File: config.mk
export PLATFORM = sky130hd
export DESIGN_NAME = arith_unit
export DESIGN_NICKNAME = d
export VERILOG_FILES = /design/src/design/arith_pkg.sv /design/src/design/unit_if.sv /design/src/design/alu_comb.sv /design/src/design/alu_sequencer.sv /design/src/design/arith_unit.sv /design/src/design/div_iter.sv /design/src/design/div_sign.sv /design/src/design/mult_pipe.sv
export SDC_FILE = /design/constraint.sdc
export NUM_CORES = 2
export LEC_CHECK = 0
export BUFFER_PORTS_ARGS = -buffer_cell sky130_fd_sc_hd__buf_2
export CAP_MARGIN = 20
export CORE_MARGIN = 2
export CORE_UTILIZATION = 29
export DETAILED_ROUTE_END_ITERATION = 16
export HOLD_SLACK_MARGIN = 0.06
export PLACE_DENSITY = 0.51
export SETUP_SLACK_MARGIN = 0.2
export SLEW_MARGIN = 20
export SYNTH_ARGS = -nofsm -noshare
export SYNTH_HDL_FRONTEND = slang
export SYNTH_SLANG_ARGS = --single-unit
File: constraint.sdc
create_clock -name clk -period 12.6 [get_ports clk]
set_clock_uncertainty 0.1 [all_clocks]
set_input_delay 1.89 -clock clk [delete_from_list [all_inputs] [get_ports clk]]
set_output_delay 1.89 -clock clk [all_outputs]
set_load 0.03 [all_outputs]
File: src/design/arith_pkg.sv
// Arithmetic unit package: data widths, multiplier latency, word type and opcodes
package arith_pkg;

  // Operand and result width
  localparam int DATA_W = 32;

  // Q16.16 fixed-point format
  localparam int INT_W  = 16;
  localparam int FRAC_W = 16;

  // Start pulse to mult_done pulse, in cycles
  localparam int MULT_LAT = 3;

  typedef logic [DATA_W-1:0] word_t;

  typedef enum logic [2:0] {
    OP_ADD,
    OP_SUB,
    OP_LT,
    OP_EQ,
    OP_MUL,
    OP_FMUL,
    OP_DIV
  } alu_op_e;

endpackage

File: src/design/unit_if.sv
// Operation bus from the sequencer to the arithmetic units
`timescale 1ns/1ps

interface unit_if;
  import arith_pkg::*;

  word_t   left;
  word_t   right;
  alu_op_e op;
  logic    is_signed;
  // One cycle pulse per issued operation
  logic    start;

  modport issue (
    output left,
    output right,
    output op,
    output is_signed,
    output start
  );

  modport unit (
    input left,
    input right,
    input op,
    input is_signed,
    input start
  );

endinterface

File: src/design/alu_comb.sv
// Combinational add, subtract, less-than and equality
`timescale 1ns/1ps

module alu_comb (
  unit_if.unit             bus,
  output arith_pkg::word_t result
);
  import arith_pkg::*;

  logic lt_signed;
  logic lt_unsigned;

  assign lt_signed   = $signed(bus.left) < $signed(bus.right);
  assign lt_unsigned = bus.left < bus.right;

  always_comb begin
    result = '0;
    case (bus.op)
      OP_ADD: result = bus.left + bus.right;
      OP_SUB: result = bus.left - bus.right;
      // Comparisons answer in bit 0
      OP_LT:  result[0] = bus.is_signed ? lt_signed : lt_unsigned;
      OP_EQ:  result[0] = (bus.left == bus.right);
      default: result = '0;
    endcase
  end

endmodule

File: src/design/alu_sequencer.sv
// Operation registers, go/done control FSM and result capture
`timescale 1ns/1ps

module alu_sequencer (
  input  logic              clk,
  input  logic              rst,
  input  logic              go,
  input  arith_pkg::alu_op_e op,
  input  logic              is_signed,
  input  arith_pkg::word_t  left,
  input  arith_pkg::word_t  right,
  unit_if.issue             bus,
  input  arith_pkg::word_t  comb_result,
  input  arith_pkg::word_t  mult_result,
  input  logic              mult_done,
  input  arith_pkg::word_t  quotient,
  input  arith_pkg::word_t  remainder_in,
  input  logic              div_done,
  output arith_pkg::word_t  result,
  output arith_pkg::word_t  remainder,
  output logic              done
);
  import arith_pkg::*;

  typedef enum logic [1:0] {
    ST_IDLE,
    ST_WAIT,
    ST_DONE
  } state_e;

  state_e  state;
  alu_op_e op_q;
  logic    signed_q;
  word_t   left_q;
  word_t   right_q;
  logic    start_q;
  // One-hot age of the issued operation, used to pick our own mult_done
  logic [MULT_LAT:0] mult_track;
  logic    accept;
  logic    unit_done;

  assign accept = (state == ST_IDLE) && go;

  assign bus.left      = left_q;
  assign bus.right     = right_q;
  assign bus.op        = op_q;
  assign bus.is_signed = signed_q;
  assign bus.start     = start_q;

  assign done = (state == ST_DONE);

  // Completion of the unit selected by the registered opcode.
  // A stale mult_done or div_done from an abandoned operation is masked
  always_comb begin
    case (op_q)
      OP_MUL, OP_FMUL: unit_done = mult_done && mult_track[MULT_LAT];
      OP_DIV:          unit_done = div_done && !start_q;
      default:         unit_done = 1'b1;
    endcase
  end

  always_ff @(posedge clk) begin
    if (rst) begin
      state      <= ST_IDLE;
      start_q    <= 1'b0;
      mult_track <= '0;
    end else begin
      start_q    <= accept;
      mult_track <= mult_track << 1;
      case (state)
        ST_IDLE: begin
          if (go) begin
            state      <= ST_WAIT;
            mult_track <= {{MULT_LAT{1'b0}}, 1'b1};
          end
        end
        ST_WAIT: begin
          if (!go) begin
            state <= ST_IDLE;
          end else if (unit_done) begin
            state <= ST_DONE;
          end
        end
        ST_DONE: begin
          if (!go) begin
            state <= ST_IDLE;
          end
        end
        default: state <= ST_IDLE;
      endcase
    end
  end

  always_ff @(posedge clk) begin
    if (accept) begin
      op_q     <= op;
      signed_q <= is_signed;
      left_q   <= left;
      right_q  <= right;
    end
  end

  // Result capture on completion, held through the done phase
  always_ff @(posedge clk) begin
    if (state == ST_WAIT && go && unit_done) begin
      case (op_q)
        OP_MUL, OP_FMUL: begin
          result    <= mult_result;
          remainder <= '0;
        end
        OP_DIV: begin
          result    <= quotient;
          remainder <= remainder_in;
        end
        default: begin
          result    <= comb_result;
          remainder <= '0;
        end
      endcase
    end
  end

endmodule

File: src/design/arith_unit.sv
// Top level of the 32-bit arithmetic unit: sequencer, units and operation bus
`timescale 1ns/1ps

module arith_unit (
  input  logic               clk,
  input  logic               rst,
  input  logic               go,
  input  arith_pkg::alu_op_e op,
  input  logic               is_signed,
  input  arith_pkg::word_t   left,
  input  arith_pkg::word_t   right,
  output arith_pkg::word_t   result,
  output arith_pkg::word_t   remainder,
  output logic               done
);
  import arith_pkg::*;

  word_t comb_result;
  word_t mult_result;
  logic  mult_done;
  word_t div_quotient;
  word_t div_remainder;
  logic  div_done;

  unit_if bus ();

  alu_sequencer seq (
    .clk          (clk),
    .rst          (rst),
    .go           (go),
    .op           (op),
    .is_signed    (is_signed),
    .left         (left),
    .right        (right),
    .bus          (bus.issue),
    .comb_result  (comb_result),
    .mult_result  (mult_result),
    .mult_done    (mult_done),
    .quotient     (div_quotient),
    .remainder_in (div_remainder),
    .div_done     (div_done),
    .result       (result),
    .remainder    (remainder),
    .done         (done)
  );

  alu_comb comb (
    .bus    (bus.unit),
    .result (comb_result)
  );

  mult_pipe mult (
    .clk       (clk),
    .rst       (rst),
    .bus       (bus.unit),
    .product   (mult_result),
    .mult_done (mult_done)
  );

  div_sign div (
    .clk       (clk),
    .rst       (rst),
    .bus       (bus.unit),
    .quotient  (div_quotient),
    .remainder (div_remainder),
    .div_done  (div_done)
  );

endmodule

File: src/design/div_iter.sv
// Unsigned restoring divider, one quotient bit per cycle
`timescale 1ns/1ps

module div_iter (
  input  logic             clk,
  input  logic             rst,
  input  logic             start,
  input  arith_pkg::word_t dividend,
  input  arith_pkg::word_t divisor,
  output arith_pkg::word_t quotient,
  output arith_pkg::word_t remainder,
  output logic             done
);
  import arith_pkg::*;

  // Partial remainder and divisor aligned to the current quotient bit
  word_t                 rem_q;
  logic [2*DATA_W-2:0]   div_q;
  word_t                 quot_q;
  word_t                 mask_q;
  logic                  running;
  logic                  step;
  logic                  finished;

  assign step      = running && (mask_q != '0);
  assign finished  = running && (mask_q == '0);
  assign quotient  = quot_q;
  assign remainder = rem_q;

  always_ff @(posedge clk) begin
    if (rst) begin
      running <= 1'b0;
      done    <= 1'b0;
    end else if (start) begin
      running <= 1'b1;
      done    <= 1'b0;
    end else begin
      done <= finished;
      if (finished) begin
        running <= 1'b0;
      end
    end
  end

  always_ff @(posedge clk) begin
    if (start) begin
      rem_q  <= dividend;
      div_q  <= {divisor, {(DATA_W-1){1'b0}}};
      quot_q <= '0;
      mask_q <= {1'b1, {(DATA_W-1){1'b0}}};
    end else if (step) begin
      // Zero divisor always subtracts, giving all ones and the dividend back
      if (div_q <= {{(DATA_W-1){1'b0}}, rem_q}) begin
        rem_q  <= rem_q - div_q[DATA_W-1:0];
        quot_q <= quot_q | mask_q;
      end
      div_q  <= div_q >> 1;
      mask_q <= mask_q >> 1;
    end
  end

endmodule

File: src/design/div_sign.sv
// Signed division wrapper with divide-by-zero bypass around div_iter
`timescale 1ns/1ps

module div_sign (
  input  logic             clk,
  input  logic             rst,
  unit_if.unit             bus,
  output arith_pkg::word_t quotient,
  output arith_pkg::word_t remainder,
  output logic             div_done
);
  import arith_pkg::*;

  logic  issue;
  logic  neg_left;
  logic  neg_right;
  logic  zero_in;
  word_t dividend_in;
  word_t divisor_in;
  logic  neg_q;
  logic  neg_r;
  logic  div_zero;
  word_t core_q;
  word_t core_r;

  assign issue     = bus.start && (bus.op == OP_DIV);
  assign neg_left  = bus.is_signed && bus.left[DATA_W-1];
  assign neg_right = bus.is_signed && bus.right[DATA_W-1];
  assign zero_in   = (bus.right == '0);

  // Raw dividend on a zero divisor so the core hands it back untouched
  assign dividend_in = (neg_left && !zero_in) ? -bus.left : bus.left;
  assign divisor_in  = neg_right ? -bus.right : bus.right;

  // Sign decisions held from start while the bus moves on
  always_ff @(posedge clk) begin
    if (issue) begin
      neg_q    <= neg_left ^ neg_right;
      neg_r    <= neg_left;
      div_zero <= zero_in;
    end
  end

  // Truncating quotient, remainder follows the dividend sign
  assign quotient  = (neg_q && !div_zero) ? -core_q : core_q;
  assign remainder = (neg_r && !div_zero) ? -core_r : core_r;

  div_iter core (
    .clk       (clk),
    .rst       (rst),
    .start     (issue),
    .dividend  (dividend_in),
    .divisor   (divisor_in),
    .quotient  (core_q),
    .remainder (core_r),
    .done      (div_done)
  );

endmodule

File: src/design/mult_pipe.sv
// Three stage integer and Q16.16 multiplier, signed or unsigned
`timescale 1ns/1ps

module mult_pipe (
  input  logic             clk,
  input  logic             rst,
  unit_if.unit             bus,
  output arith_pkg::word_t product,
  output logic             mult_done
);
  import arith_pkg::*;

  logic                  issue;
  logic                  s1_valid;
  logic                  s1_fixed;
  logic                  s1_sign;
  word_t                 s1_left;
  word_t                 s1_right;
  logic [2*DATA_W-1:0]   ext_left;
  logic [2*DATA_W-1:0]   ext_right;
  logic                  s2_valid;
  logic                  s2_fixed;
  logic [2*DATA_W-1:0]   s2_prod;

  assign issue = bus.start && (bus.op == OP_MUL || bus.op == OP_FMUL);

  // Sign extension only in signed mode, so one 64-bit multiply serves both
  assign ext_left  = {{DATA_W{s1_sign & s1_left[DATA_W-1]}}, s1_left};
  assign ext_right = {{DATA_W{s1_sign & s1_right[DATA_W-1]}}, s1_right};

  always_ff @(posedge clk) begin
    if (rst) begin
      s1_valid  <= 1'b0;
      s2_valid  <= 1'b0;
      mult_done <= 1'b0;
    end else begin
      s1_valid  <= issue;
      s2_valid  <= s1_valid;
      mult_done <= s2_valid;
    end
  end

  always_ff @(posedge clk) begin
    s1_left  <= bus.left;
    s1_right <= bus.right;
    s1_sign  <= bus.is_signed;
    s1_fixed <= (bus.op == OP_FMUL);
    s2_prod  <= ext_left * ext_right;
    s2_fixed <= s1_fixed;
    // Q16.16 keeps product bits 47 down to 16
    if (s2_fixed) begin
      product <= s2_prod[2*DATA_W-INT_W-1:FRAC_W];
    end else begin
      product <= s2_prod[DATA_W-1:0];
    end
  end

endmodule

# Word level (Yosys, flattened, before mapping)
# Cells that the tools add are included.
# word_totals
regBits,453
word_cells,114
input_bits,71
out_inout_bits,65
# classes
n_reduce_logical,32
bitwise_logic,5
n_eq_ne,12
n_mul,1
muxes,24
n_lt_le_gt_ge,3
addsub,7
# op_table
operator,count
$mux 32,8
$neg 32->32,4
$mux 63,2
$logic_not 32->1,2
$lt 32x32->1,2
$pmux 32 s2,1
$sub 32x32->32,2
$le 63x32->1,1
$pmux 31 s2,1
$mul 33x33->48,1
$add 32x32->32,1
$eq 32x32->1,1
$or 32x32->32,1
$reduce_bool 32->1,1
$logic_and 1x1->1,14
$eq 3x3->1 const B,3
$mux 2,4
$mux 4,2
$eq 3x2->1 const B,2
$pmux 2 s3,1
$reduce_bool 2->1,3
$reduce_or 2->1,3
$ne 2x2->1 const B,2
$pmux 1 s4,1
15 further kinds,21

# Depth between registers and ports, before layout
# logic_depth
depth_word,6
mapped_depth,31
depth_no_buf,28

# By module
# From an unflattened synthesis, not the netlist that was laid out.
# unflattened
cells_unflattened,5864
area_unflattened_um2,54064.4
# by_module_without_submodules
module,n_inst,seq_area_each_um2,area_each_um2,cells_each
mult_pipe,1,3002.9,33116.8,3503
div_iter,1,3863.7,8677.1,1010
alu_sequencer,1,4103.9,5471.5,349
alu_comb,1,0.0,3875.0,585
div_sign,1,90.1,2924.1,417

# Least setup slack after synthesis
# Ideal clock, no wire load.
# synth_path
path_kind,flip-flop to flip-flop
start,reg mult.s1_right[18]
end,reg mult.s2_prod[44]
path_stages_with_launch,29
slack_ps,4978
t_arrival_ps,7427
n_path_buf,3
required_ps,12405
path_cell_list,dfxtp_1 > clkbuf_1 > clkbuf_1 > nand2_1 > fa_1 > inv_1 > fa_1 > inv_1 > fa_1 > fa_1 > inv_1 > fa_1 > fa_1 > fa_1 > inv_1 > fa_1 > inv_1 > ha_1 > clkbuf_2 > and4_1 > nand3_1 > or3_1 > a311o_1 > a41o_1 > a31oi_1 > nor2_1 > o21ai_1 > a31oi_1 > o311ai_1
# synth_between
elab_chain_len,1
# synth_lines
item,line_no,source
"start, declared",mult_pipe.sv:18,word_t s1_right;
"start signal, assigned",mult_pipe.sv:45,s1_right <= bus.right;
$mul 33x33->48,mult_pipe.sv:48,s2_prod <= ext_left * ext_right;
"end signal, assigned",mult_pipe.sv:48,
"end, declared",mult_pipe.sv:23,logic [2*DATA_W-1:0] s2_prod;
# Every way passes these cells.
# A chain may end at the register's enable or synchronous reset.

# Final worst setup path
# layout_path
start,reg mult.s1_left[13]
end,reg mult.s2_prod[44]
# layout_between
elab_chain_len,1
# layout_lines
item,line_no,source
"start, declared",mult_pipe.sv:17,word_t s1_left;
"start signal, assigned",mult_pipe.sv:44,s1_left <= bus.left;
$mul 33x33->48,mult_pipe.sv:48,
# Every way passes these cells.

==> PnR_summary.wiki <==
{| class="wikitable"
! Metric !! Value
|-
| Peak fanout along the critical path || 22
|-
| Signal arrival time at the worst endpoint || about 9 ns
|-
| Via/cell ratio || 4.836
|-
| Number of violations of the max-capacitance limit || 0
|-
| Total congestion overflow || 0
|-
| Antenna violations before repair || 5
|-
| Violation count after the first detailed-routing iteration || between 2000 and 3000
|-
| Layout filler cell count || about 19000
|-
| Share of the synthesized netlist area taken by xor and xnor gates || 0.04171
|-
| Post-CTS setup repair buffer count || 0
|-
| Met1 Routed Length || just over 70 mm
|-
| Sequential cell area || around 11000 um^2
|-
| Final number of max-transition violations || 0
|-
| Required time reported for the critical path endpoint || approximately 13 ns
|-
| CTS buffer count || 53
|-
| Global-route wire length before repair || 260.8 mm
|-
| Global router's overall resource usage || 0.1865
|-
| Syn avg cell area || a little over 9 um^2
|-
| Worst hold margin || roughly 0.23 ns
|-
| Count of vias placed by the detailed router || roughly 39000
|-
| Top achievable clock speed || 118.6 MHz
|-
| Commonest cells after routing, fill and taps aside || inv_1 (1030), fa_1 (860), nand2_1 (776), and2_1 (377), ha_1 (310)
|-
| Dominant combinational cell family by area after synthesis || adder cells
|-
| Latest clock arrival within the worst-skew pair || 0.67 ns
|-
| Post-route standard cell area excluding fillers || between 50000 and 60000 um^2
|-
| Multiplexer fraction of the synthesized cell area || 0.008615
|-
| Number of library cell types mapped by synthesis || between 70 and 80
|-
| Vertical extent of the die || roughly 430 um
|-
| Max Buffers Root-to-Sink || 3
|-
| Arithmetic-cell share of the synthesized area counting full adders, half adders and majority gates || 0.4034
|-
| Maximum number of pins on one net before global-route repair || 68
|-
| Post-layout min period || ~8.4 ns
|-
| DRT antenna net count || 0
|-
| Total negative slack || 0 ns
|-
| Number of clock sinks seen by CTS || between 400 and 500
|-
| First drt pass iteration count || 6
|-
| Area used by multi-input combinational logic || ~36000 um^2
|-
| Relative slew slack || 0.2458
|-
| # rows || approximately 160
|-
| Cell Area, Placed || about 55000 um^2
|-
| Detail-routed net length per standard cell || between 20 and 25 um
|-
| Core area || 178800 um^2
|-
| Count of synthesis-stage warnings from yosys || 0
|-
| Hold worst-path end || mult.s2_fixed$_DFF_P_
|-
| Crit. End Element || flip-flop
|-
| Amount of wire on met2 after detailed routing || about 84 mm
|-
| Number of synthesized register bits || about 450
|-
| Startpoint type of the worst setup path || flip-flop
|-
| Worst hold stages || 0
|-
| Worst min-delay path startpoint || mult.s1_fixed$_DFF_P_
|-
| Top_reg_cell synth || dfxtp_1
|-
| Most common cell after layout, fill and taps aside || inv_1
|-
| Highest metal layer with signal wires || met4
|-
| Number of instances resized during post-cts repair || 0
|-
| Hold-fix buffers at CTS || 0
|-
| Number of enable-type register cells in the synthesized netlist || 199
|-
| Syn-to-layout area delta || 9.667%
|-
| Buffers on Ports || 135
|-
| Sum of net half-perimeters after detailed placement || 133.9 mm
|-
| Clock tree from TritonCTS || done
|-
| Outcome || finished, final reports clean
|-
| Placer Congestion || a little over 0.9
|-
| Crit share post-route || 0.6690
|-
| Seq/Total Area, Yosys || 0.2115
|-
| Utilization of the core after routing || 0.3207
|-
| Proportion of layout cells with a drive suffix above 1 || 0.06843
|-
| Final Hold Violating Endpoints || 0
|-
| DRC violations left || 0
|-
| FFs w/ async S/R, synth || 0
|-
| Die Footprint || roughly 180000 um^2
|-
| Top Ports || approximately 140
|-
| Startpoint of the worst-slack reg-to-reg timing path || mult.s1_left[13]$_DFF_P_
|-
| Type of the most critical hold path || flip-flop to flip-flop
|-
| Fin nets || 6822
|-
| Unrepaired setup endpoints after global routing || no
|-
| Initial Util || 0.2924
|-
| Worst-Margin Slew || 1.123 ns
|-
| H-tree depth || 2
|-
| Worst Reg2Reg Path Length in Cells || 26
|-
| Post-detailed-routing wire length || between 150 and 200 mm
|-
| Width of the die || between 400 and 500 um
|-
| Mapped Cells || between 5000 and 6000
|-
| Synthesized Nets || about 6800
|-
| Synth Area in Compound Gates || 0.09000
|-
| Met3 wire length || 7.654 mm
|-
| Fraction of the mapped netlist area in simple logic gates || 0.1489
|-
| Setup slack of the worst register-to-register path || between 4 and 5 ns
|-
| Area of the mapped netlist || between 50000 and 60000 um^2
|-
| R2r endpoint || mult.s2_prod[44]$_DFF_P_
|-
| Root buffer selected by CTS || clkbuf_16
|-
| Clock-pin slew of the registers on the worst-case setup and hold paths || around 0.070 ns
|-
| Number of global-route vias before repair || roughly 41000
|-
| Final count of negative-setup-slack endpoints || 0
|-
| Startpoint-to-endpoint class of the critical path || flip-flop to flip-flop
|}
==> logic make-up after synthesis <==
logic type      Yosys count
flops                   453
compound gates          730
xor+xnor                249
buf+inv                1327
mux                      41
fa+ha+maj              1170
simple gates           1634
==> cell type report <==
class                   instances  area share
flip-flops and latches        453      0.1931
repair buffers                218     0.02265
inverters                    1031     0.06751
diodes                          2  0.00008728
clock buffers                  73     0.02734
clock inverters                27    0.005324
multi-input cells            3824      0.6326
well taps                    2355     0.05139
==> flip-flops by register name (all words and copies together), names as in the netlist, 2 cells and up <==
register / count
div.core.div_q: 63
div.core.mask_q: 32
div.core.quotient: 32
div.core.remainder: 32
mult.product: 32
mult.s1_left: 32
mult.s1_right: 32
mult.s2_prod: 48
seq.bus.left: 32
seq.bus.op: 3
seq.bus.right: 32
seq.mult_track: 4
seq.remainder: 32
seq.result: 32
seq.state: 2
==> routing by layer <==
layer,vias to the layer above,global-route usage
met4,0,0.06575
li1,17404,-
met5,-,0
met2,1063,0.3228
met3,213,0.01666
met1,19925,0.2427
==> worst max path at each step <==
| stage | from | end | slack (ns) | depth (start not counted) |
|---|---|---|---|---|
| floorplan | mult.s1_right[18]$_DFF_P_ | mult.s2_prod[44]$_DFF_P_ | 4.98 | 28 |
| global placement | mult.s1_right[18]$_DFF_P_ | mult.s2_prod[44]$_DFF_P_ | 4.19 | 25 |
| detailed placement | mult.s1_right[18]$_DFF_P_ | mult.s2_prod[46]$_DFF_P_ | 4.17 | 25 |
| global route | mult.s1_left[13]$_DFF_P_ | mult.s2_prod[44]$_DFF_P_ | 3.73 | 26 |
| CTS | mult.s1_right[18]$_DFF_P_ | mult.s2_prod[44]$_DFF_P_ | 4.11 | 25 |
| finish | mult.s1_left[13]$_DFF_P_ | mult.s2_prod[44]$_DFF_P_ | 4.17 | 26 |
==> through the flow <==
stage,worst slack (ns),instances
floorplan,4.978,5604
global placement,4.189,7881
global route,3.728,7981
finish,4.171,7983
detailed placement,4.175,7881
CTS,4.111,7981
==> critical path, cell delays in order, from the launching register on <==
cell,delay (ns)
dfxtp_1,0.73
buf_4,0.42
nand2_1,0.13
fa_1,0.55
inv_1,0.05
fa_1,0.47
inv_1,0.05
fa_1,0.52
inv_1,0.05
fa_1,0.49
fa_1,0.56
inv_1,0.05
fa_1,0.50
fa_1,0.43
fa_1,0.49
inv_1,0.04
ha_1,0.39
and4_1,0.25
nand3_1,0.13
or3_1,0.37
a311o_1,0.27
a41o_1,0.24
a31oi_1,0.26
nor2_1,0.11
o21ai_1,0.26
a31oi_1,0.13
o311ai_1,0.26
==> synthesized netlist by cell type, types with 19 or more instances <==
| master | count | share of area |
|---|---|---|
| a211oi_1 | 25 | 0.0036 |
| a21o_1 | 65 | 0.0093 |
| a21oi_1 | 227 | 0.022 |
| a22o_1 | 31 | 0.0052 |
| a31oi_1 | 24 | 0.0029 |
| and2_1 | 377 | 0.045 |
| and3_1 | 25 | 0.0030 |
| clkbuf_1 | 268 | 0.019 |
| dfxtp_1 | 254 | 0.097 |
| edfxtp_1 | 199 | 0.11 |
| fa_1 | 860 | 0.33 |
| ha_1 | 310 | 0.074 |
| inv_1 | 1031 | 0.074 |
| mux2_2 | 32 | 0.0069 |
| nand2_1 | 777 | 0.056 |
| nand2b_1 | 31 | 0.0037 |
| nand3_1 | 51 | 0.0049 |
| nand4_1 | 24 | 0.0029 |
| nor2_1 | 179 | 0.013 |
| nor2b_1 | 28 | 0.0034 |
| nor3_1 | 42 | 0.0040 |
| nor4_1 | 36 | 0.0043 |
| o21a_1 | 20 | 0.0029 |
| o21ai_0 | 144 | 0.014 |
| o21bai_1 | 19 | 0.0027 |
| o31ai_1 | 26 | 0.0037 |
| or3_1 | 22 | 0.0026 |
| xnor2_1 | 181 | 0.030 |
| xor2_1 | 68 | 0.011 |
Power is not shown: default switching activity piles up to over one toggle a cycle in this logic, so the estimate is an artifact.
